===== src/rvv_consts.svh =====
`ifndef RVV_CONSTS_SVH
`define RVV_CONSTS_SVH

// vector register length in bits.
`define RVV_VLEN 128

// fixed element width.
`define RVV_SEW 32

// lanes per register, VLEN / SEW.
`define RVV_ELEMS 4

// architectural vector registers.
`define RVV_NREGS 32

// command fifo entries, power of two.
`define RVV_QDEPTH 4

`endif // RVV_CONSTS_SVH


===== src/rvv_pkg.sv =====
`default_nettype none

`include "rvv_consts.svh"

package rvv_pkg;

  typedef logic [`RVV_VLEN-1:0] vreg_t;
  typedef logic [`RVV_SEW-1:0] elem_t;
  typedef logic [$clog2(`RVV_NREGS)-1:0] reg_idx_t;
  typedef logic [31:0] inst_word_t;

  // what the scalar core hands over.
  typedef struct packed {
    inst_word_t inst;
    elem_t      rs1_val;
  } rvv_cmd_t;

  typedef enum logic [2:0] {
    ADD,
    SUB,
    AND,
    OR,
    XOR,
    MVVX, // vmv.v.x splat.
    MVXS  // vmv.x.s, element 0 to scalar.
  } alu_op_t;

  // decoded fields, decode to execute.
  typedef struct packed {
    alu_op_t  op;
    reg_idx_t vd;         // rd for MVXS.
    reg_idx_t vs1;
    reg_idx_t vs2;
    logic     scalar_op;  // second operand from rs1.
    elem_t    scalar;
  } rvv_uop_t;

  // execute to result.
  typedef struct packed {
    reg_idx_t vd;
    vreg_t    vdata;
    elem_t    sdata;
    logic     to_scalar;
  } rvv_res_t;

endpackage

`default_nettype wire


===== src/rvv_result.sv =====
`default_nettype none

module rvv_result
  import rvv_pkg::*;
(
  input  logic     clk,
  input  logic     arst_n,
  input  logic     res_valid,
  input  rvv_res_t res,
  output logic     stall,
  output logic     wr_en,
  output reg_idx_t wr_addr,
  output vreg_t    wr_data,
  output logic     busy,
  output reg_idx_t busy_vd,
  output logic     wb_event,
  output reg_idx_t wb_vd,
  output vreg_t    wb_data,
  output logic     xrf_valid,
  output reg_idx_t xrf_rd,
  output elem_t    xrf_data,
  input  logic     xrf_ready
);

  logic     valid_q;
  rvv_res_t res_q;

  // scalar result waiting on the core.
  assign stall = xrf_valid & ~xrf_ready;

  always_ff @(posedge clk or negedge arst_n) begin
    if (!arst_n) begin
      valid_q <= 1'b0;
    end else if (!stall) begin
      valid_q <= res_valid;
    end
  end

  always_ff @(posedge clk) begin
    if (!stall && res_valid) res_q <= res;
  end

  // vector results retire in a single cycle.
  assign wr_en   = valid_q & ~res_q.to_scalar;
  assign wr_addr = res_q.vd;
  assign wr_data = res_q.vdata;

  assign busy    = wr_en;
  assign busy_vd = res_q.vd;

  assign wb_event = wr_en;
  assign wb_vd    = res_q.vd;
  assign wb_data  = res_q.vdata;

  assign xrf_valid = valid_q & res_q.to_scalar;
  assign xrf_rd    = res_q.vd;
  assign xrf_data  = res_q.sdata;

endmodule

`default_nettype wire


===== config.mk =====
export PLATFORM = sky130hd
export DESIGN_NAME = rvv_result
export DESIGN_NICKNAME = d
export VERILOG_FILES = /design/src/rvv_pkg.sv /design/src/rvv_result.sv
export VERILOG_INCLUDE_DIRS = /design/src
export SDC_FILE = /design/constraint.sdc
export NUM_CORES = 1
export LEC_CHECK = 0
export ABC_AREA = 1
export BUFFER_PORTS_ARGS = -buffer_cell sky130_fd_sc_hd__buf_4
export CAP_MARGIN = 5
export CORE_AREA = 2 2 190 192
export DETAILED_ROUTE_END_ITERATION = 8
export DIE_AREA = 0 0 192 194
export SYNTH_ARGS = -nofsm -noshare
export SYNTH_HDL_FRONTEND = slang
export SYNTH_SLANG_ARGS = --single-unit

===== constraint.sdc =====
create_clock -name clk -period 9.3 [get_ports clk]
set_clock_uncertainty 0.1 [all_clocks]
set_input_delay 2.79 -clock clk [delete_from_list [all_inputs] [get_ports clk]]
set_output_delay 2.79 -clock clk [all_outputs]
set_load 0.01 [all_outputs]

==> results.toml <==
[cts]
cts-htree-levels = 4
clk_pin_slew_worst_paths_ns = 0.06
cts_setup_buffers = 0
clock_sinks = 167
tritoncts = "done"
cts-root-buf = "sky130_fd_sc_hd__clkbuf_16"
cts_inserted_buffers = 17
cts_resized = 0
latest_clock_arrival_within_the_worst_skew_pair_ns = 0.43
hold_buffers = 0
max-clock-path-buffers = 2

[layout]
finalNetCount = 848
finished_layout_cells = 1151
final_util_pct = 27.93
num-fill-cells = 3526
multi_input_comb_area_um2 = 32.53
diodes = 0
final_layout_size_suffix_gt1_share_pct = 74.78
area_growth_syn_to_layout_pct = 33.45
final_design_area_no_fill_um2 = 9839
layout.area.seq_um2 = 5010

[power]
switching_part_of_the_total_pct = 23.27
share_seq_of_total_power_pct = 49.4
power.ir.vdd_worst_v = 0.0001216
power_density_nw_per_um2 = 187.6
cellInternalPower_mw = 1.417
power.leakage_nw = 4.240
pwr-share-comb_pct = 12.6
p_switching_uw = 429.6
power.share.clock_pct = 38.0

[logic_synthesis]
syn-instance-count = 485
synth_warnings = 0
count_of_different_cell_masters_after_synthesis = 8
synth_sequential_area_ratio_pct = 67.95
post_synth.cell_area_avg_um2 = 15.20
syn-num-nets = 655
cell_area_after_synthesis_um2 = 7373
ys_seq_elements = 167

[route]
via_density = 3.308
detail_route.drc_violations = 0
avgRoutedWirePerCell_um = 15.27
detailroute.via_count = 3807
drtAntennaViolNets = 0
drt_pass1_iterations = 4
drt_iter0_drc = 138
routed_wirelength_um = 17580

[sta]
clock.fmax_ghz = 0.1622
totalNegativeSetupSlack_ns = 0
rsz_0062_raised_after_global_routing = "no"
slew_headroom_pct = 37.16
setup_violations = 0
timing_hold_violations_final = 0
worst-slew-pin-transition_ns = 0.9426
timing.final.crit_share_pct = 66.30
final.min_clock_period_ns = 6.165
max_slew_violations = 0

[floorplanning]
chipWidth_um = 192
start_util_pct = 20.93
die_height_um = 194
ioPinCount = 483
dieArea_um2 = 37250
coreArea_um2 = 35220
placement_rows = 69

[placed_design]
dpl_cell_area_um2 = 9264
dp_hpwl_um = 13980
io_buffers = 482
dpl.cell_count = 1120
place.gp.congestion = 0.7334

[global_routing]
pin_count_of_the_biggest_net_entering_global_routing = 74
grt_pass1_wl_um = 23520
grt_antenna_before_repair = 1
grt_pass1_vias = 3741
grt-ovfl-total = 0
grt_util_all_layers_pct = 9.004

[setup_path]
cp_class = "input port to primary output"
crit_arrival_ns = 3.28
critical_path_required_ns = 6.41
path_max_fanout = 2
cp-start-kind = "input port"
timing.critical_path.to_type = "primary output"

[flow_run]
cap_violations = 0

[hold_path]
worst_hold_path_type = "flip-flop to flip-flop"

[outcome]
run_status = "complete, no violations"
cells in the mapped netlist:
cell type / instances / area [um^2]
sky130_fd_sc_hd__buf_4: 310 / 2327
sky130_fd_sc_hd__dfrtp_1: 1 / 25.02
sky130_fd_sc_hd__edfxtp_1: 166 / 4985
sky130_fd_sc_hd__inv_1: 3 / 11.26
sky130_fd_sc_hd__nand2_2: 1 / 6.260
sky130_fd_sc_hd__nor2_1: 2 / 7.510
sky130_fd_sc_hd__nor2_2: 1 / 6.260
sky130_fd_sc_hd__o21ai_1: 1 / 5.000
worst max-delay path, cell delays in order:
cell                     delay [ns]
sky130_fd_sc_hd__buf_4         0.12
sky130_fd_sc_hd__nor2_2        0.20
sky130_fd_sc_hd__buf_4         0.16
metal layers:
layer | part of all wire (%) | global-route usage, %
met1 | 34 | 8.699
met2 | 54 | 16.26
met3 | 9.9 | 3.910
met4 | 2.6 | 4.297
met5 | 0.051 | 0
worst paths after layout:
path	slack [ns]	start	to	depth (start not counted)
hold reg to reg	0.47	valid_q	valid_q	2
setup / recovery	3.13	xrf_ready	stall	3
hold / removal	0.47	valid_q	valid_q	2
setup reg to reg	6.78	res_q[0]	xrf_data[12]	4
max in group asynchronous	6.98	arst_n	valid_q	1
min in group asynchronous	2.03	arst_n	valid_q	1
sequential cells by signal, indices dropped and copies added, names as in the netlist:
register and cells:
busy_vd 5, res_q 1, valid_q 1, wb_data 128, xrf_data 32
metrics by stage:
stage	power, mW	hold WS, ns	setup slack (ns)
floorplan	1.082	0.4358	1.601
global placement	1.162	0.4597	3.136
detailed placement	1.165	0.4654	3.138
CTS	1.878	0.4739	3.134
global route	1.923	0.5193	3.126
finish	1.846	0.4718	3.135
layout by cell type, fill, tap and decap left out:
cell type                      n
sky130_fd_sc_hd__buf_4       484
sky130_fd_sc_hd__bufinv_16     2
sky130_fd_sc_hd__clkbuf_1      2
sky130_fd_sc_hd__clkbuf_16    17
sky130_fd_sc_hd__clkinv_4      2
sky130_fd_sc_hd__clkinvlp_4    4
sky130_fd_sc_hd__dfrtp_1       1
sky130_fd_sc_hd__edfxtp_1    166
sky130_fd_sc_hd__inv_1         3
sky130_fd_sc_hd__inv_6         4
sky130_fd_sc_hd__nand2_2       1
sky130_fd_sc_hd__nor2_1        1
sky130_fd_sc_hd__nor2_2        1
sky130_fd_sc_hd__nor2_4        1
sky130_fd_sc_hd__o21ai_1       1
cell type report:
| class | count | share of cell area [%] |
|---|---|---|
| sequential | 167 | 50.92 |
| timing repair buffer | 484 | 36.93 |
| tap | 461 | 5.862 |
| clock buffer | 19 | 4.400 |
| clock inverter | 12 | 1.450 |
| multi-input combinational | 5 | 0.3306 |
| inverter | 3 | 0.1144 |
power by group through the flow:
stage	Clock, mW	Sequential [mW]	Combinational, mW
floorplan	0	0.920	0.162
global placement	0	0.927	0.234
detailed placement	0	0.928	0.237
CTS	0.729	0.914	0.236
global route	0.758	0.917	0.248
finish	0.701	0.913	0.233
logic make-up after synthesis:
group	after synthesis	share of synthesized area (%)
compound gates	1	0.06781
buf+inv	313	31.72
flops	167	67.94
simple gates	4	0.2717
No activity file was read; power rests on OpenSTA's default activity.
