$ cat src/rvv_consts.svh
`ifndef RVV_CONSTS_SVH
`define RVV_CONSTS_SVH

// vector register length in bits.
`define RVV_VLEN 128

// fixed element width.
`define RVV_SEW 32

// lanes per register, VLEN / SEW.
`define RVV_ELEMS 4

// architectural vector registers.
`define RVV_NREGS 32

// command fifo entries, power of two.
`define RVV_QDEPTH 4

`endif // RVV_CONSTS_SVH

$ cat src/rvv_pkg.sv
`default_nettype none

`include "rvv_consts.svh"

package rvv_pkg;

  typedef logic [`RVV_VLEN-1:0] vreg_t;
  typedef logic [`RVV_SEW-1:0] elem_t;
  typedef logic [$clog2(`RVV_NREGS)-1:0] reg_idx_t;
  typedef logic [31:0] inst_word_t;

  // what the scalar core hands over.
  typedef struct packed {
    inst_word_t inst;
    elem_t      rs1_val;
  } rvv_cmd_t;

  typedef enum logic [2:0] {
    ADD,
    SUB,
    AND,
    OR,
    XOR,
    MVVX, // vmv.v.x splat.
    MVXS  // vmv.x.s, element 0 to scalar.
  } alu_op_t;

  // decoded fields, decode to execute.
  typedef struct packed {
    alu_op_t  op;
    reg_idx_t vd;         // rd for MVXS.
    reg_idx_t vs1;
    reg_idx_t vs2;
    logic     scalar_op;  // second operand from rs1.
    elem_t    scalar;
  } rvv_uop_t;

  // execute to result.
  typedef struct packed {
    reg_idx_t vd;
    vreg_t    vdata;
    elem_t    sdata;
    logic     to_scalar;
  } rvv_res_t;

endpackage

`default_nettype wire

$ cat src/rvv_decode.sv
`default_nettype none

module rvv_decode
  import rvv_pkg::*;
(
  input  logic       clk,
  input  logic       arst_n,
  input  logic       cmd_valid,
  input  rvv_cmd_t   cmd,
  output logic       cmd_ready,
  input  logic       stall,
  input  logic       ex_busy,
  input  reg_idx_t   ex_vd,
  input  logic       rs_busy,
  input  reg_idx_t   rs_vd,
  output reg_idx_t   rd_addr1,
  output reg_idx_t   rd_addr2,
  output logic       issue_valid,
  output rvv_uop_t   uop,
  output logic       trap,
  output inst_word_t trap_inst
);

  logic [5:0] funct6;
  logic       vm;
  reg_idx_t   vs2_f;
  reg_idx_t   vs1_f;
  logic [2:0] funct3;
  reg_idx_t   vd_f;
  logic [6:0] opcode;
  logic       legal;
  logic       use_vs1;
  logic       use_vs2;
  logic       hit1;
  logic       hit2;
  logic       hazard;
  logic       drop;
  alu_op_t    op;

  assign {funct6, vm, vs2_f, vs1_f, funct3, vd_f, opcode} = cmd.inst;

  always_comb begin
    legal   = 1'b0;
    use_vs1 = 1'b0;
    use_vs2 = 1'b0;
    op      = ADD;
    if (opcode == 7'b1010111 && vm) begin
      case (funct3)
        3'b000, 3'b100: begin // OPIVV, OPIVX.
          legal   = 1'b1;
          use_vs2 = 1'b1;
          use_vs1 = funct3 == 3'b000;
          case (funct6)
            6'b000000: op = ADD;
            6'b000010: op = SUB;
            6'b001001: op = AND;
            6'b001010: op = OR;
            6'b001011: op = XOR;
            6'b010111: begin
              op      = MVVX;
              use_vs2 = 1'b0;
              legal   = funct3 == 3'b100 && vs2_f == '0;
            end
            default: legal = 1'b0;
          endcase
        end
        3'b010: begin // OPMVV.
          op      = MVXS;
          use_vs2 = 1'b1;
          legal   = funct6 == 6'b010000 && vs1_f == '0;
        end
        default: legal = 1'b0;
      endcase
    end
  end

  // only vector writes ahead count.
  assign hit1   = (ex_busy && ex_vd == vs1_f) || (rs_busy && rs_vd == vs1_f);
  assign hit2   = (ex_busy && ex_vd == vs2_f) || (rs_busy && rs_vd == vs2_f);
  assign hazard = (use_vs1 && hit1) || (use_vs2 && hit2);

  assign drop        = cmd_valid & ~legal & ~stall;
  assign issue_valid = cmd_valid & legal & ~stall & ~hazard;
  assign cmd_ready   = issue_valid | drop;

  assign rd_addr1 = vs1_f;
  assign rd_addr2 = vs2_f;

  always_comb begin
    uop.op        = op;
    uop.vd        = vd_f;
    uop.vs1       = vs1_f;
    uop.vs2       = vs2_f;
    uop.scalar_op = funct3 == 3'b100;
    uop.scalar    = cmd.rs1_val;
  end

  always_ff @(posedge clk or negedge arst_n) begin
    if (!arst_n) begin
      trap <= 1'b0;
    end else begin
      trap <= drop; // one pulse per dropped word.
    end
  end

  always_ff @(posedge clk) begin
    if (drop) trap_inst <= cmd.inst;
  end

endmodule

`default_nettype wire

$ cat config.mk
export PLATFORM = sky130hd
export DESIGN_NAME = rvv_decode
export DESIGN_NICKNAME = d
export VERILOG_FILES = /design/src/rvv_pkg.sv /design/src/rvv_decode.sv
export VERILOG_INCLUDE_DIRS = /design/src
export SDC_FILE = /design/constraint.sdc
export NUM_CORES = 1
export LEC_CHECK = 0
export ABC_CLOCK_PERIOD_IN_PS = 3100
export BUFFER_PORTS_ARGS = -buffer_cell sky130_fd_sc_hd__buf_2
export CAP_MARGIN = 25
export CORE_UTILIZATION = 40
export DETAILED_ROUTE_END_ITERATION = 16
export GPL_TIMING_DRIVEN = 0
export PLACE_DENSITY = 0.85
export RECOVER_POWER = 100
export SLEW_MARGIN = 25
export SYNTH_ARGS = -nofsm -noshare
export SYNTH_HDL_FRONTEND = slang
export SYNTH_SLANG_ARGS = --single-unit
export TNS_END_PERCENT = 1
$ cat constraint.sdc
create_clock -name clk -period 3.1 [get_ports clk]
set_input_delay 0.62 -clock clk [delete_from_list [all_inputs] [get_ports clk]]
set_output_delay 0.62 -clock clk [all_outputs]
set_load 0.03 [all_outputs]
==> run metrics, run 1 <==
CP cell instances=clkbuf_1 -> xor2_1 -> nor4_1 -> a32oi_1 -> a2111oi_1 -> nor3b_1 -> buf_2; maximum clock path buffer count=2; Rows=25; drt pass-1 iters=4; Placed Cells=362; vias in the first global route=1,494; setup violators final=0; IO buf count=143; post-synthesis cell area=1950 um^2; DRT antenna net count=0; Combinational Power Share=29.5%; PwrDens=444 nW/um^2; initial antenna violation count=0; Worst EP required=2.48 ns; TritonCTS clock tree=yes; final WL=4700 um; Synth Register Bits=33; DR WL/cell=12.7 um; critical path's slowest cell=a2111oi_1; Mapped Cells=164; via count=1,757; Final Hold Viols=0; total global routing overflow=0; Netlist cell types=31; Filler Cell Count=467; layout cells sized above 1=30.1%; P_sw=0.379 mW; Final WS setup=0.288 ns; Non-Filler Instances=370; status=finished clean; Tmin final=2.81 ns; hold crit path type=in -> async; Worst Max-Slew Pin Slew=0.935 ns; sequential cell area fraction in the yosys report=50.7%; Clock Power Share=26.3%; die area=5150 um^2; Num CTS Buffers=5; antenna cells=0; fmax=356 MHz; Die Span Y=71.7 um; most frequent cells in the layout=119 x clkbuf_1, 57 x buf_4, 32 x edfxtp_1; Syn-to-layout area delta=38.8%; Hold WS=0.110 ns; CTS H-tree depth=2; cell-internal power=0.821 mW; clk sinks=33; CTS Hold Bufs=0; largest net degree at the start of global routing=27; DR DRC count=0; Sequential Power Share=44.2%; Total Power=1.20 mW; DRT iter0 DRCs=40; final worst path period share=90.7%; max-slew violations=0; P_leak=1.04 nW; CTS root buffer=clkbuf_8; Resize count post-CTS=0; CP startpoint kind=input port; Synth Flop Type=edfxtp_1; Core Region=4690 um^2; Max rail drop VDD=0.170 mV; vias per cell=4.75; Initial Util=41.5%; commonest non-fill, non-tap cell in the layout=clkbuf_1; Syn Area/Cell=11.9 um^2; Post-Syn Nets=244; io pins=176; Async S/R FF share, synth=3.03%; die width=71.7 um; Post-synth EDFFs=32; Relative slew margins=37.6%; worst-path fanout max=6; first-pass GRT wire length=6710 um; Max stage delay on crit path=0.43 ns; Critical Path AT=2.19 ns; CP Class=in -> out; synth warn=0; Max-Cap Viols=0; NumNets Final=395; Clk pin slew, worst setup/hold paths=0.06 ns; all-layer global routing usage=17.1%; Place WS=0.311 ns; RSZ-0062 raised after global routing=no; Switching Share=31.6%; HPWL after DPL=3910 um; # Post-CTS Setup Buffers=0; gpl congestion=0.827; CP Capture Type=output pin
-- stage by stage --
| stage | setup TNS, ns | cell area [um^2] | util (%) |
|---|---|---|---|
| floorplan | 0 | 1950 | - |
| global placement | -4.86 | 2730 | 58.2 |
| detailed placement | 0 | 2760 | 58.9 |
| CTS | 0 | 2850 | 60.8 |
| global route | 0 | 2700 | 57.6 |
| finish | 0 | 2700 | 57.6 |
-- cells in the mapped netlist (2+ instances only) --
master / n / area, um^2
buf_4: 57 / 428
edfxtp_1: 32 / 961
xnor2_1: 12 / 105
xor2_1: 9 / 78.8
nand4_1: 7 / 43.8
nand2_1: 5 / 18.8
nor3_1: 5 / 25.0
nor2_1: 4 / 15.0
a21oi_1: 3 / 15.0
nor2b_1: 3 / 18.8
nor4_1: 3 / 18.8
a31oi_1: 2 / 12.5
nand2b_1: 2 / 12.5
nor3b_1: 2 / 15.0
nor3b_2: 2 / 25.0
-- path summary, 6_finish.rpt --
| path | from | end | cells after the start |
|---|---|---|---|
| hold / removal | arst_n | trap | 1 |
| setup / recovery | cmd[55] | issue_valid | 7 |
| max in group asynchronous | arst_n | trap | 1 |
| min in group clk | cmd[38] | trap_inst[6] | 1 |
-- area by class of cell --
type | instances | area [um^2] | share of cell area [%]
Inverter | 1 | 3.75 | 0.139
Tap cell | 54 | 67.6 | 2.50
Sequential cell | 33 | 986 | 36.5
Buffer | 58 | 432 | 16.0
Timing Repair Buffer | 144 | 598 | 22.1
Clock buffer | 8 | 90.1 | 3.33
Multi-Input combinational cell | 72 | 524 | 19.4
-- power groups by stage --
stage | sequential (mW) | combinational, mW | clock (mW)
floorplan | 0.600 | 0.188 | 0
global placement | 0.537 | 0.369 | 0
detailed placement | 0.538 | 0.378 | 0
CTS | 0.529 | 0.379 | 0.322
global route | 0.532 | 0.375 | 0.343
finish | 0.530 | 0.354 | 0.316
-- metal layers --
metal  up-vias  part of all wire, %  routed length (um)  track usage, %
met5         -                    0                   0               0
met3         7                  9.3                 439            4.36
met4         0                  1.6                  74            7.84
li1        836                    -                   -               -
met2       117                   54                2530            32.7
met1       797                   35                1660            17.3
-- sequential cells by signal, summed over array words and instances (netlist names) --
name / count
trap_inst: 32
trap: 1
-- critical path: cells and delay by family --
family / cells / cell delay [ns]
xor+xnor: 1 / 0.12
buf+inv: 2 / 0.43
compound gates: 2 / 0.61
simple gates: 2 / 0.42
-- logic make-up after synthesis --
kind of cell	after synthesis	synth area share, %
AOI/OAI and AO/OA	13	5.08
xor gates and xnor gates	21	9.45
buffers and inverters	59	22.4
DFF	33	50.7
and+or+nand+nor	38	12.4
(Power assumes the default switching activity.)
==> run 2: changes to the inputs <==
- BUFFER_PORTS_ARGS: -buffer_cell sky130_fd_sc_hd__buf_2 -> -buffer_cell sky130_fd_sc_hd__clkbuf_2
==> run 2 against run 1 <==
Sequential cell count unchanged. Non-clock buffer count stayed put. Die area did not move. First-iteration DRC count shrank 20%. Clock-buffer cell count down 3. Power fell by 2.7%. Combinational power about the same. Core utilization shrank 0.45 points. Sequential power hardly changed. Sequential share of layout area up 0.29 points. Critical path depth stayed put. Highest routed layer unchanged.
==> run metrics, run 2 (synthesized netlist as in run 1, its figures left out) <==
GR met2 Demand/Resource=33.3% (+0.63 points); Syn-to-layout area delta=37.7%; TritonCTS clock tree=yes; Critical Path AT=2.20 ns (about the same); DRT antenna net count=0 (unchanged); maximum clock path buffer count=2 (unchanged); Worst Max-Slew Pin Slew=1.00 ns (+0.0667 ns); P_leak=1.02 nW (-2.4%); status=finished clean; Rows=25 (unchanged); Resize count post-CTS=0 (unchanged); max-slew violations=0 (unchanged); Die Span Y=71.7 um (unchanged); drt pass-1 iters=5 (+1); final worst path period share=91.0% (+0.26 points); largest net degree at the start of global routing=27 (unchanged); DR DRC count=0 (unchanged); FF+latch area=986 um^2 (unchanged); DRT iter0 DRCs=32 (-20%); total global routing overflow=0 (unchanged); met3 Use GR=4.22% (-0.14 points); Final WS setup=0.280 ns (-0.00820 ns); io pins=176 (unchanged); Final Hold Viols=0 (unchanged); CTS H-tree depth=2 (unchanged); gpl congestion=0.830 (+0.31%); initial antenna violation count=0 (unchanged); worst-path fanout max=6 (unchanged); layout cells sized above 1=27.2% (-2.8 points); most frequent cells in the layout=126 x clkbuf_1, 57 x buf_4, 32 x edfxtp_1; final WL=4660 um (-0.89%); busiest layer in global routing=met2; Clk pin slew, worst setup/hold paths=0.06 ns (about the same); commonest non-fill, non-tap cell in the layout=clkbuf_1; NumNets Final=395 (unchanged); Core Region=4690 um^2 (unchanged); first-pass GRT wire length=6870 um (+2.4%); clk sinks=33 (unchanged); CTS root buffer=clkbuf_8; IO buf count=143 (unchanged); setup violators final=0 (unchanged); DR WL/cell=12.6 um (-0.89%); Num CTS Buffers=5 (unchanged); vias per cell=4.58 (-3.5%); die width=71.7 um (unchanged); # Post-CTS Setup Buffers=0 (unchanged); most flop-heavy register=trap_inst; Non-Filler Instances=370 (unchanged); PwrDens=435 nW/um^2 (-2.0%); Top Registers=trap_inst (32), trap (1); RSZ-0062 raised after global routing=no; HPWL after DPL=3940 um (+0.77%); CP startpoint=cmd[56]; Largest register FFs=32 (unchanged); CP Capture Type=output pin; Worst EP required=2.48 ns (about the same); Place WS=0.315 ns (+0.00437 ns); CP Class=in -> out; hold crit path type=in -> async; CP startpoint kind=input port; antenna cells=0 (unchanged); CTS Hold Bufs=0 (unchanged); Filler Cell Count=464 (-0.64%); Multi-input gate area=523 um^2 (-0.24%); vias in the first global route=1,527 (+2.2%); via count=1,695 (-3.5%); Initial Util=41.5% (unchanged); Placed Cells=362 (unchanged); Max-Cap Viols=0 (unchanged); met1 Use GR=17.7% (+0.39 points); all-layer global routing usage=17.0% (-0.080 points); die area=5150 um^2 (unchanged); Tmin final=2.82 ns (+0.00820 ns); Total Power=1.17 mW (-2.7%); Max rail drop VDD=0.196 mV (+15%); fmax=355 MHz (-0.29%); Relative slew margins=33.1% (-4.5 points)
run 2: changes by cell type in the layout (fill, tap and decap cells not counted), sizes merged:
| cell | delta |
|---|---|
| buf | -26 |
| clkbuf | +23 |
| clkinv | +3 |
run 2: power breakdown:
part / switching (mW) / internal [mW]
sequential: 0.00695 / 0.522
combinational: 0.236 / 0.116
clock: 0.135 / 0.151
total: 0.378 / 0.789
run 2: final timing paths:
| kind | end | slack, ns | depth (start not counted) |
|---|---|---|---|
| hold / removal | trap | 0.11 | 1 |
| max in group asynchronous | trap | 2.89 | 1 |
| min in group clk | trap_inst[26] | 0.54 | 1 |
| setup / recovery | issue_valid | 0.28 | 7 |
run 2: cell type report:
cell class              instances  area share (%)
clock inverters                 3           0.467
inverters                       1           0.140
well taps                      54            2.52
multi-input cells              72            19.5
plain buffers                  58            16.1
repair buffers                144            21.9
flip-flops and latches         33            36.8
clock buffers                   5            2.57
run 2: critical path, cell delays in order:
cell	delay, ns
clkbuf_1	0.25
xor2_1	0.13
nor4_2	0.27
a32oi_1	0.21
a2111oi_0	0.42
nor3b_1	0.10
clkbuf_2	0.20
run 2: metrics by stage:
step	TNS [ns]	util, %	hold WS, ns	instance area [um^2]
floorplan	0	-	0.324	1950
global placement	-4.39	58.2	0.396	2730
detailed placement	0	58.9	0.398	2760
CTS	0	60.6	0.116	2850
global route	0	57.1	0.101	2680
finish	0	57.1	0.110	2680
run 2: per-layer routing:
metal,share of wire (%),wire (um)
met3,9.6,446
met2,54,2490
met4,0.82,38
met5,0,0
met1,36,1680
