## src/rvv_consts.svh

```systemverilog
`ifndef RVV_CONSTS_SVH
`define RVV_CONSTS_SVH

// vector register length in bits.
`define RVV_VLEN 128

// fixed element width.
`define RVV_SEW 32

// lanes per register, VLEN / SEW.
`define RVV_ELEMS 4

// architectural vector registers.
`define RVV_NREGS 32

// command fifo entries, power of two.
`define RVV_QDEPTH 4

`endif // RVV_CONSTS_SVH

```

## src/rvv_pkg.sv

```systemverilog
`default_nettype none

`include "rvv_consts.svh"

package rvv_pkg;

  typedef logic [`RVV_VLEN-1:0] vreg_t;
  typedef logic [`RVV_SEW-1:0] elem_t;
  typedef logic [$clog2(`RVV_NREGS)-1:0] reg_idx_t;
  typedef logic [31:0] inst_word_t;

  // what the scalar core hands over.
  typedef struct packed {
    inst_word_t inst;
    elem_t      rs1_val;
  } rvv_cmd_t;

  typedef enum logic [2:0] {
    ADD,
    SUB,
    AND,
    OR,
    XOR,
    MVVX, // vmv.v.x splat.
    MVXS  // vmv.x.s, element 0 to scalar.
  } alu_op_t;

  // decoded fields, decode to execute.
  typedef struct packed {
    alu_op_t  op;
    reg_idx_t vd;         // rd for MVXS.
    reg_idx_t vs1;
    reg_idx_t vs2;
    logic     scalar_op;  // second operand from rs1.
    elem_t    scalar;
  } rvv_uop_t;

  // execute to result.
  typedef struct packed {
    reg_idx_t vd;
    vreg_t    vdata;
    elem_t    sdata;
    logic     to_scalar;
  } rvv_res_t;

endpackage

`default_nettype wire

```

## src/rvv_inst_queue.sv

```systemverilog
`default_nettype none

`include "rvv_consts.svh"

module rvv_inst_queue
  import rvv_pkg::*;
(
  input  logic     clk,
  input  logic     arst_n,
  input  logic     in_valid,
  input  rvv_cmd_t in_cmd,
  output logic     in_ready,
  output logic     out_valid,
  output rvv_cmd_t out_cmd,
  input  logic     out_ready
);

  localparam int PW = $clog2(`RVV_QDEPTH);

  rvv_cmd_t      mem [`RVV_QDEPTH];
  logic [PW-1:0] wr_ptr;
  logic [PW-1:0] rd_ptr;
  logic [PW:0]   count;
  logic [PW:0]   count_nxt;
  logic          push;
  logic          pop;

  assign push = in_valid & in_ready;
  assign pop  = out_valid & out_ready;

  always_comb begin
    count_nxt = count;
    if (push && !pop) begin
      count_nxt = count + 1'b1;
    end else if (pop && !push) begin
      count_nxt = count - 1'b1;
    end
  end

  always_ff @(posedge clk or negedge arst_n) begin
    if (!arst_n) begin
      wr_ptr   <= '0;
      rd_ptr   <= '0;
      count    <= '0;
      in_ready <= 1'b0;
    end else begin
      if (push) wr_ptr <= wr_ptr + 1'b1; // wraps at depth.
      if (pop) rd_ptr <= rd_ptr + 1'b1;
      count    <= count_nxt;
      in_ready <= count_nxt != (PW+1)'(`RVV_QDEPTH); // ready one cycle late.
    end
  end

  always_ff @(posedge clk) begin
    if (push) mem[wr_ptr] <= in_cmd;
  end

  assign out_valid = count != '0;
  assign out_cmd   = mem[rd_ptr];

endmodule

`default_nettype wire

```

## config.mk

```make
export PLATFORM = sky130hd
export DESIGN_NAME = rvv_inst_queue
export DESIGN_NICKNAME = d
export VERILOG_FILES = /design/src/rvv_pkg.sv /design/src/rvv_inst_queue.sv
export VERILOG_INCLUDE_DIRS = /design/src
export SDC_FILE = /design/constraint.sdc
export NUM_CORES = 1
export LEC_CHECK = 0
export BUFFER_PORTS_ARGS = -buffer_cell sky130_fd_sc_hd__buf_2
export CELL_PAD_IN_SITES_DETAIL_PLACEMENT = 1
export CELL_PAD_IN_SITES_GLOBAL_PLACEMENT = 2
export CORE_MARGIN = 4
export CORE_UTILIZATION = 40
export DETAILED_ROUTE_END_ITERATION = 8
export GPL_TIMING_DRIVEN = 0
export HOLD_SLACK_MARGIN = 0.12
export PLACE_DENSITY_LB_ADDON = 0.1
export SYNTH_ARGS = -nofsm -noshare
export SYNTH_HDL_FRONTEND = slang
export SYNTH_SLANG_ARGS = --single-unit
```

## constraint.sdc

```tcl
create_clock -name clk -period 4.7 [get_ports clk]
set_input_delay 0.705 -clock clk [delete_from_list [all_inputs] [get_ports clk]]
set_output_delay 0.705 -clock clk [all_outputs]
set_load 0.03 [all_outputs]
```

==> flow_summary_export.csv, run 1 <==
group,metric,value,unit
grt,grt_pass1_vias,5069,
sta,fmax,359,MHz
sta,setup_slack,1910,ps
yosys,synth.avg_cell_area,25.5,um2
detailed_routing,wl_per_cell,21.4,um
clock_network,insertion_delay,530,ps
floorplanning,ios,134,
sta,rsz0062_at_grt,"false",
critical_path,critPathRequiredTime,3990,ps
critical_path,crit_type,"reg2out",
layout,final_nets,626,
detailed_routing,dr.pass1.iters,6,
detailed_routing,wirelength,19100,um
critical_path,cp_slowest_cell,"mux4_2",
clock_network,clk_pin_slew,60,ps
layout,area_growth,20.5,%
critical_path,critPathLaunchType,"flip-flop",
grt,grt_overflow,0,
critical_path,cpMostUsedCell,"buf_6",
sta,final_hold_viol_count,0,
place,dp_hpwl,11900,um
sta,slew_headroom,0.539,
clock_network,cts-root-buf,"clkbuf_16",
yosys,synth-seq-cells,264,
floorplanning,core-area,23800,um2
floorplanning,die_area,27000,um2
critical_path,cp.arrival,2080,ps
grt,gr-usage-all-layers,0.143,
sta,setup_violations,0,
layout,instances_no_fill,891,
min_path,worstHoldPathType,"in2reg",
critical_path,crit_path_end_kind,"output pin",
floorplanning,start_util,0.412,
yosys,synth_ff_type,"edfxtp_1",
place,preCtsSetupSlack,2410,ps
critical_path,path_cells,"buf_6 -> buf_6 -> mux4_2 -> buf_2",
power,vdd_drop_max,0.000339,V
grt,antenna_found_initial,2,
run,cap_violations,0,
yosys,seq_area_frac_synth,0.806,
clock_network,clockBufferDepth,3,
critical_path,path_max_fanout,10,
clock_network,cts_buffers,28,
clock_network,numClockSinks,264,
layout,num_antenna_cells,0,
detailed_routing,vias,4472,
place,place_inst,839,
floorplanning,die_w,164,um
detailed_routing,first_iter_violations,308,
layout,nFillCells,2144,
outcome,outcome,"finished clean",
power,finalPower,7.96,mW
clock_network,cts_hold_buf,1,
yosys,synth_nets,458,
clock_network,cts_setup_buffers,0,
critical_path,max_stage_delay,540,ps
yosys,synth_edf_count,256,
yosys,syn_area,9780,um2
yosys,synth_top_area_frac,0.786,
yosys,ys_top_cells_by_count,"edfxtp_1 (256), mux4_2 (64), dfrtp_1 (8), ha_1 (7), buf_2 (6)",
yosys,synth_top_cell_by_area,"edfxtp_1",
yosys,yosysMostFrequentCell,"edfxtp_1",
detailed_routing,ant_nets,0,
yosys,synth.distinct_cells,28,
clock_network,cts_tree,"built",
detailed_routing,vias_per_cell,5.02,
grt,grt_pass1_wl,29300,um
clock_network,cts_resized,0,
yosys,synth.area.top_cells,"edfxtp_1 (79%), mux4_2 (15%), dfrtp_1 (2.0%), ha_1 (0.90%), buf_6 (0.58%)",
yosys,ys_warn_count,0,
sta,min_period,2790,ps
sta,drv_slew,0,
yosys,syn_inst,383,
sta,skew,16.0,ps
sta,fin_crit_sh,0.593,
power,power_density,675,nW/um2
detailed_routing,drc_errors,0,
sta,worst_pin_slew,691,ps
layout,layout-drive-gt1-share,0.463,
place,gp_congestion,0.658,
floorplanning,fp-row-count,56,
yosys,async_flop_share,0.0303,
grt,grt_max_degree,36,
clock_network,htreeDepth,1,
floorplanning,die_height,164,um
power,p_leak,4.04,nW
sta,fin_setup_tns,0,ps
place,io_buffers,133,
cell families (layout without fill, tap and decap cells):
logic type | Yosys count | count (layout) | synth area share
simple gates | 17 | 17 | 0.0121
mux | 68 | 68 | 0.152
xor+xnor | 4 | 4 | 0.00358
fa+ha+maj | 7 | 7 | 0.00895
compound gates | 5 | 5 | 0.00473
flops | 264 | 264 | 0.806
buf+inv | 18 | 207 | 0.0123
stage by stage:
stage	util	cell area [um2]	hold slack [ps]
after CTS	0.497	11800	355
after global routing	0.497	11800	366
final	0.497	11800	385
after floorplan	-	9780	409
after detailed placement	0.461	11000	534
after global placement	0.457	10800	519
layout make-up:
cell class | instances | area [um2] | share of cell area
Multi-Input combinational cell | 101 | 1790 | 0.152
Inverter | 4 | 15.0 | 0.00127
Sequential cell | 264 | 7890 | 0.669
Clock buffer | 37 | 756 | 0.0641
Buffer | 14 | 105 | 0.00891
Clock inverter | 14 | 68.8 | 0.00583
Timing Repair Buffer | 138 | 771 | 0.0654
Tap cell | 319 | 399 | 0.0338
power breakdown:
part           leakage, nW  switching, mW  internal, mW
sequential            2.44          0.111          3.08
clock                0.402          0.841          1.12
combinational         1.20           1.76          1.05
total                 4.04           2.71          5.25
path summary, 6_finish.rpt:
path                            startpoint          end  slack [ps]  cells past startpoint
worst max-delay path             rd_ptr[0]  out_cmd[42]        1910                      4
worst min-delay path            in_cmd[57]   mem[1][57]         380                      1
worst max register to register   wr_ptr[0]   mem[0][32]        2800                      4
worst min register to register   wr_ptr[0]    wr_ptr[0]         550                      1
max in group asynchronous           arst_n    rd_ptr[0]        3960                      2
min in group asynchronous           arst_n     count[1]         550                      2
worst max-delay path, delay by kind of cell (launching register included):
family | cells | cell delay (ps)
buffers and inverters | 3 | 630
flip-flops | 1 | 390
multiplexers | 1 | 540
flip-flops by register name (all words and copies together) (netlist names):
register  cells
rd_ptr        2
mem         256
wr_ptr        2
in_ready      1
count         3
cells in the final DEF (no fill, tap or decap), types with 2 or more instances in the layout:
cell,instances
buf_6,5
edfxtp_1,256
buf_16,2
inv_1,4
nor2_1,2
clkbuf_16,29
clkinv_2,7
buf_2,139
clkbuf_1,9
clkinv_1,5
mux4_2,64
nand3_1,3
buf_12,2
xnor2_1,4
buf_4,2
clkinvlp_4,2
dfrtp_1,8
ha_1,7
mux2_2,2
and3_4,6
layer usage:
layer,global-route usage,up-vias,wire length [um]
met4,0.0420,4,488
met3,0.0285,35,872
met5,0,-,19
met2,0.242,101,9750
met1,0.190,2346,7930
li1,-,1986,-
Note: power is estimated with default switching activity, not from simulation.
==> run 2, diff against run 1 <==
- clock period: 4.7 -> 2.6 ns (I/O delays scaled with it)
==> flow_summary_export.csv, run 2 (synthesis results as in run 1) <==
group,metric,value,unit
outcome,outcome,"finished clean",
layout,num_antenna_cells,0,
floorplanning,fp-row-count,56,
critical_path,cpMostUsedCell,"buf_6",
detailed_routing,vias,4689,
floorplanning,core-area,23800,um2
clock_network,cts_buffers,28,
layout,instances_no_fill,955,
power,power_frac_seq,0.398,
layout,top_register,"mem",
floorplanning,die_height,164,um
clock_network,htreeDepth,1,
sta,worst_pin_slew,696,ps
sta,fin_crit_sh,0.951,
detailed_routing,vias_per_cell,4.91,
detailed_routing,drc_errors,0,
critical_path,critPathLaunchType,"flip-flop",
power,p_leak,4.31,nW
grt,antenna_found_initial,0,
grt,grt_pass1_wl,30600,um
floorplanning,die_w,164,um
critical_path,timing.critical_path.buf_inv,3,
sta,min_period,2470,ps
power,p_int,9.56,mW
power,net-switching-power,4.94,mW
run,cap_violations,0,
critical_path,cp.arrival,2080,ps
critical_path,crit_type,"reg2out",
critical_path,path_max_fanout,10,
sta,setup_slack,128,ps
layout,final_common_cell,"edfxtp_1",
layout,layout-drive-gt1-share,0.417,
critical_path,path_cells,"buf_6 -> buf_6 -> mux4_2 -> buf_2",
clock_network,cts-root-buf,"clkbuf_16",
clock_network,clk_pin_slew,60,ps
layout,area_growth,27.1,%
sta,skew,14.8,ps
sta,rsz0062_at_grt,"false",
place,place_inst,839,
clock_network,cts_setup_buffers,0,
detailed_routing,wl_per_cell,20.5,um
place,gp_congestion,0.658,
detailed_routing,ant_nets,0,
floorplanning,die_area,27000,um2
sta,final_hold_viol_count,0,
place,preCtsSetupSlack,627,ps
layout,fin_area,12400,um2
clock_network,numClockSinks,264,
sta,holdWs,201,ps
clock_network,cts_tree,"built",
power,power_density,1170,nW/um2
floorplanning,ios,134,
layout,final_nets,690,
grt,grt_pass1_vias,5394,
layout,top_regs,"mem (256), count (3)",
detailed_routing,wirelength,19600,um
sta,slew_headroom,0.536,
detailed_routing,dr.pass1.iters,6,
sta,setup_violations,0,
critical_path,critPathRequiredTime,2210,ps
floorplanning,start_util,0.412,
layout,final_cell_mix,"edfxtp_1 (256), buf_2 (139), dlygate4sd3_1 (65)",
critical_path,crit_path_end_kind,"output pin",
grt,grt_overflow,0,
power,swShare,0.341,
place,dpl_cell_area,11000,um2
detailed_routing,first_iter_violations,303,
place,dp_hpwl,11900,um
power,combPwrFrac,0.356,
clock_network,insertion_delay,530,ps
critical_path,crit_family,"buffers and inverters",
clock_network,clockBufferDepth,3,
min_path,worstHoldPathType,"in2reg",
critical_path,cp_slowest_cell,"mux4_2",
grt,grt_max_degree,36,
place,io_buffers,133,
power,power_frac_clock,0.246,
power,vdd_drop_max,0.000613,V
sta,fin_setup_tns,0,ps
sta,drv_slew,0,
grt,gr-usage-all-layers,0.148,
layout,largest_register_ffs,256,
sta,fmax,404,MHz
critical_path,max_stage_delay,540,ps
==> run 2: cell count changes in the layout (fill, tap and decap cells not counted) <==
cell           change
dlygate4sd3_1     +64
buf_6              -1
buf_8              +1
==> run 2: final cells by class <==
type / count / area, um2
buffer: 14 / 109
clock buffer: 37 / 756
clock inverter: 14 / 68.8
fill: 2129 / 11300
inverter: 4 / 15.0
multi-input combinational: 101 / 1790
sequential: 264 / 7890
tap: 319 / 399
timing repair buffer: 202 / 1410
==> run 2: timing repair <==
item / CTS / global route
resized for setup: 0 / 1
hold buffers: 65 / 0
setup endpoints to repair: 0 / 2
hold endpoints to repair: 264 / 0
==> run 2: per-stage QoR <==
| step | total power [mW] | util |
|---|---|---|
| after detailed placement | 11.1 | 0.461 |
| after floorplan | 9.47 | - |
| final | 14.5 | 0.524 |
| after global routing | 15.2 | 0.524 |
| after global placement | 10.9 | 0.457 |
| after CTS | 14.8 | 0.523 |
==> run 2: layer usage <==
layer / GRT usage / wire length (um) / vias up
li1: - / - / 2113
met1: 0.196 / 8190 / 2445
met2: 0.254 / 10100 / 99
met3: 0.0257 / 823 / 32
met4: 0.0420 / 476 / 0
met5: 0 / 0 / -
==> run 2: worst reg2reg max path, delay by kind of cell, from the launching register on <==
family        cells  cell delay, ps
flops             1             430
simple gates      1             550
buf+inv           2             420
fa+ha+maj         1             150
==> run 2: path summary, 6_finish.rpt <==
path,from,to,slack (ps),cells past startpoint
hold / removal,out_ready,rd_ptr[0],200,3
max in group asynchronous,arst_n,rd_ptr[0],2170,2
hold reg to reg,wr_ptr[0],wr_ptr[0],550,1
setup / recovery,rd_ptr[0],out_cmd[62],130,4
min in group asynchronous,arst_n,count[1],230,2
setup reg to reg,wr_ptr[0],mem[0][32],700,4
==> run 2: power groups by stage <==
| stage | Clock, mW | Sequential [mW] | Combinational, mW |
|---|---|---|---|
| 3_3_place_gp | 0 | 5.85 | 5.07 |
| 6_report | 3.57 | 5.76 | 5.16 |
| 2_1_floorplan | 0 | 5.80 | 3.67 |
| 3_5_place_dp | 0 | 5.86 | 5.23 |
| 4_1_cts | 3.69 | 5.78 | 5.32 |
| 5_1_grt | 3.89 | 5.83 | 5.52 |
==> run 3, diff against run 2 <==
==> constraint.sdc (replaced) <==
create_clock -name clk -period 2.6 [get_ports clk]
set_input_delay 0.39 -clock clk [delete_from_list [all_inputs] [get_ports clk]]
set_output_delay 0.39 -clock clk [all_outputs]
set_load 0.05 [all_outputs]
==> flow_summary_export.csv, run 3 (synthesis results as in run 1) <==
group,metric,value,unit
layout,area_growth,27.3,%
critical_path,cp.arrival,2100,ps
min_path,worstHoldPathType,"in2reg",
sta,drv_slew,0,
critical_path,ff2ff_setup_slack,690,ps
grt,grt_overflow,0,
layout,nFillCells,2126,
place,gp_congestion,0.658,
detailed_routing,drc_errors,0,
power,power_density,1250,nW/um2
clock_network,htreeDepth,1,
sta,fin_crit_sh,0.958,
detailed_routing,dr.pass1.iters,4,
place,io_buffers,133,
sta,final_hold_viol_count,0,
detailed_routing,wirelength,19600,um
detailed_routing,vias,4686,
floorplanning,ios,134,
sta,skew,14.9,ps
clock_network,numClockSinks,264,
layout,final_common_cell,"edfxtp_1",
grt,grt_pass1_vias,5394,
sta,worst_pin_slew,696,ps
sta,slew_headroom,0.536,
layout,num_antenna_cells,0,
clock_network,clk_pin_slew,60,ps
outcome,outcome,"finished clean",
layout,largest_register_ffs,256,
detailed_routing,ant_nets,0,
place,dp_hpwl,11900,um
critical_path,critPathLaunchType,"flip-flop",
grt,antenna_found_initial,0,
critical_path,rr_worst_depth,4,
layout,top_regs,"mem (256), count (3)",
floorplanning,core-area,23800,um2
critical_path,path_max_fanout,10,
floorplanning,start_util,0.412,
critical_path,worstReg2RegEnd,"mem[0][32]",
detailed_routing,first_iter_violations,303,
sta,setup_violations,0,
power,p_leak,4.32,nW
grt,grt_max_degree,36,
layout,post-route-util,0.524,
clock_network,insertion_delay,530,ps
critical_path,crit_type,"reg2out",
grt,gr-usage-all-layers,0.148,
sta,fin_setup_tns,0,ps
floorplanning,die_height,164,um
floorplanning,die_area,27000,um2
critical_path,crit_end,"out_cmd[62]",
layout,final_cell_mix,"edfxtp_1 (256), buf_2 (139), dlygate4sd3_1 (65)",
detailed_routing,vias_per_cell,4.91,
floorplanning,fp-row-count,56,
critical_path,startpoint,"rd_ptr[0]",
critical_path,critPathRequiredTime,2210,ps
detailed_routing,wl_per_cell,20.5,um
layout,layout-drive-gt1-share,0.417,
sta,rsz0062_at_grt,"true",
sta,fmax,401,MHz
layout,final_nets,690,
run,cap_violations,0,
layout,top_register,"mem",
sta,min_period,2490,ps
power,vdd_drop_max,0.000639,V
clock_network,clockBufferDepth,3,
floorplanning,die_w,164,um
critical_path,r2r_start,"wr_ptr[0]",
clock_network,cts_buffers,28,
clock_network,cts_tree,"built",
critical_path,crit_path_end_kind,"output pin",
clock_network,cts-root-buf,"clkbuf_16",
grt,grt_pass1_wl,30600,um
run 3: area by class of cell:
| type | instances | area (um2) | share of cell area |
|---|---|---|---|
| tap | 319 | 399 | 0.0321 |
| clock buffer | 37 | 756 | 0.0607 |
| buffer | 14 | 121 | 0.00975 |
| multi-input combinational | 101 | 1790 | 0.144 |
| clock inverter | 14 | 68.8 | 0.00553 |
| timing repair buffer | 202 | 1410 | 0.113 |
| inverter | 4 | 15.0 | 0.00121 |
| sequential | 264 | 7890 | 0.634 |
run 3: report_power, final:
part,switching [mW],total [mW],internal (mW)
clock,1.54,3.57,2.03
combinational,4.23,6.21,1.98
sequential,0.205,5.77,5.56
run 3: metal layers:
| metal | wire length, um | share of wire | up-vias | GRT usage |
|---|---|---|---|---|
| met5 | 0 | 0 | - | 0 |
| met4 | 476 | 0.024 | 0 | 0.0420 |
| met3 | 823 | 0.042 | 32 | 0.0257 |
| met2 | 10100 | 0.52 | 99 | 0.254 |
| met1 | 8190 | 0.42 | 2442 | 0.196 |
| li1 | - | - | 2113 | - |
run 3: worst min-delay path by stage:
stage | startpoint | end | slack, ps | depth (start not counted)
2_1_floorplan | arst_n | count[0] | 90 | 0
3_3_place_gp | arst_n | wr_ptr[1] | 260 | 1
3_5_place_dp | arst_n | wr_ptr[1] | 260 | 1
4_1_cts | out_ready | rd_ptr[0] | 170 | 3
5_1_grt | out_ready | rd_ptr[0] | 200 | 3
6_report | out_ready | rd_ptr[0] | 200 | 3
run 3: worst max-delay path, cell delays in order, from the launching register on:
cell and delay (ps):
dfrtp_1 420, buf_12 180, buf_6 200, mux4_2 540, buf_2 230
run 3: through the flow:
step | total power [mW] | hold WS (ps) | std cells | setup WS (ps) | area, um2
2_1_floorplan | 10.5 | 94.4 | 383 | 499 | 9780
3_3_place_gp | 12.0 | 259 | 835 | -20.2 | 10800
4_1_cts | 15.8 | 170 | 955 | 14.5 | 12400
6_report | 15.5 | 201 | 955 | 109 | 12500
5_1_grt | 16.3 | 197 | 955 | -0.353 | 12500
3_5_place_dp | 12.1 | 258 | 839 | 594 | 11000
run 3: what timing repair did:
action,CTS,global route
hold buffers,65,0
endpoints found under the hold margin,264,0
setup endpoints to repair,0,32
setup buffers,0,0
gates resized for setup,0,4
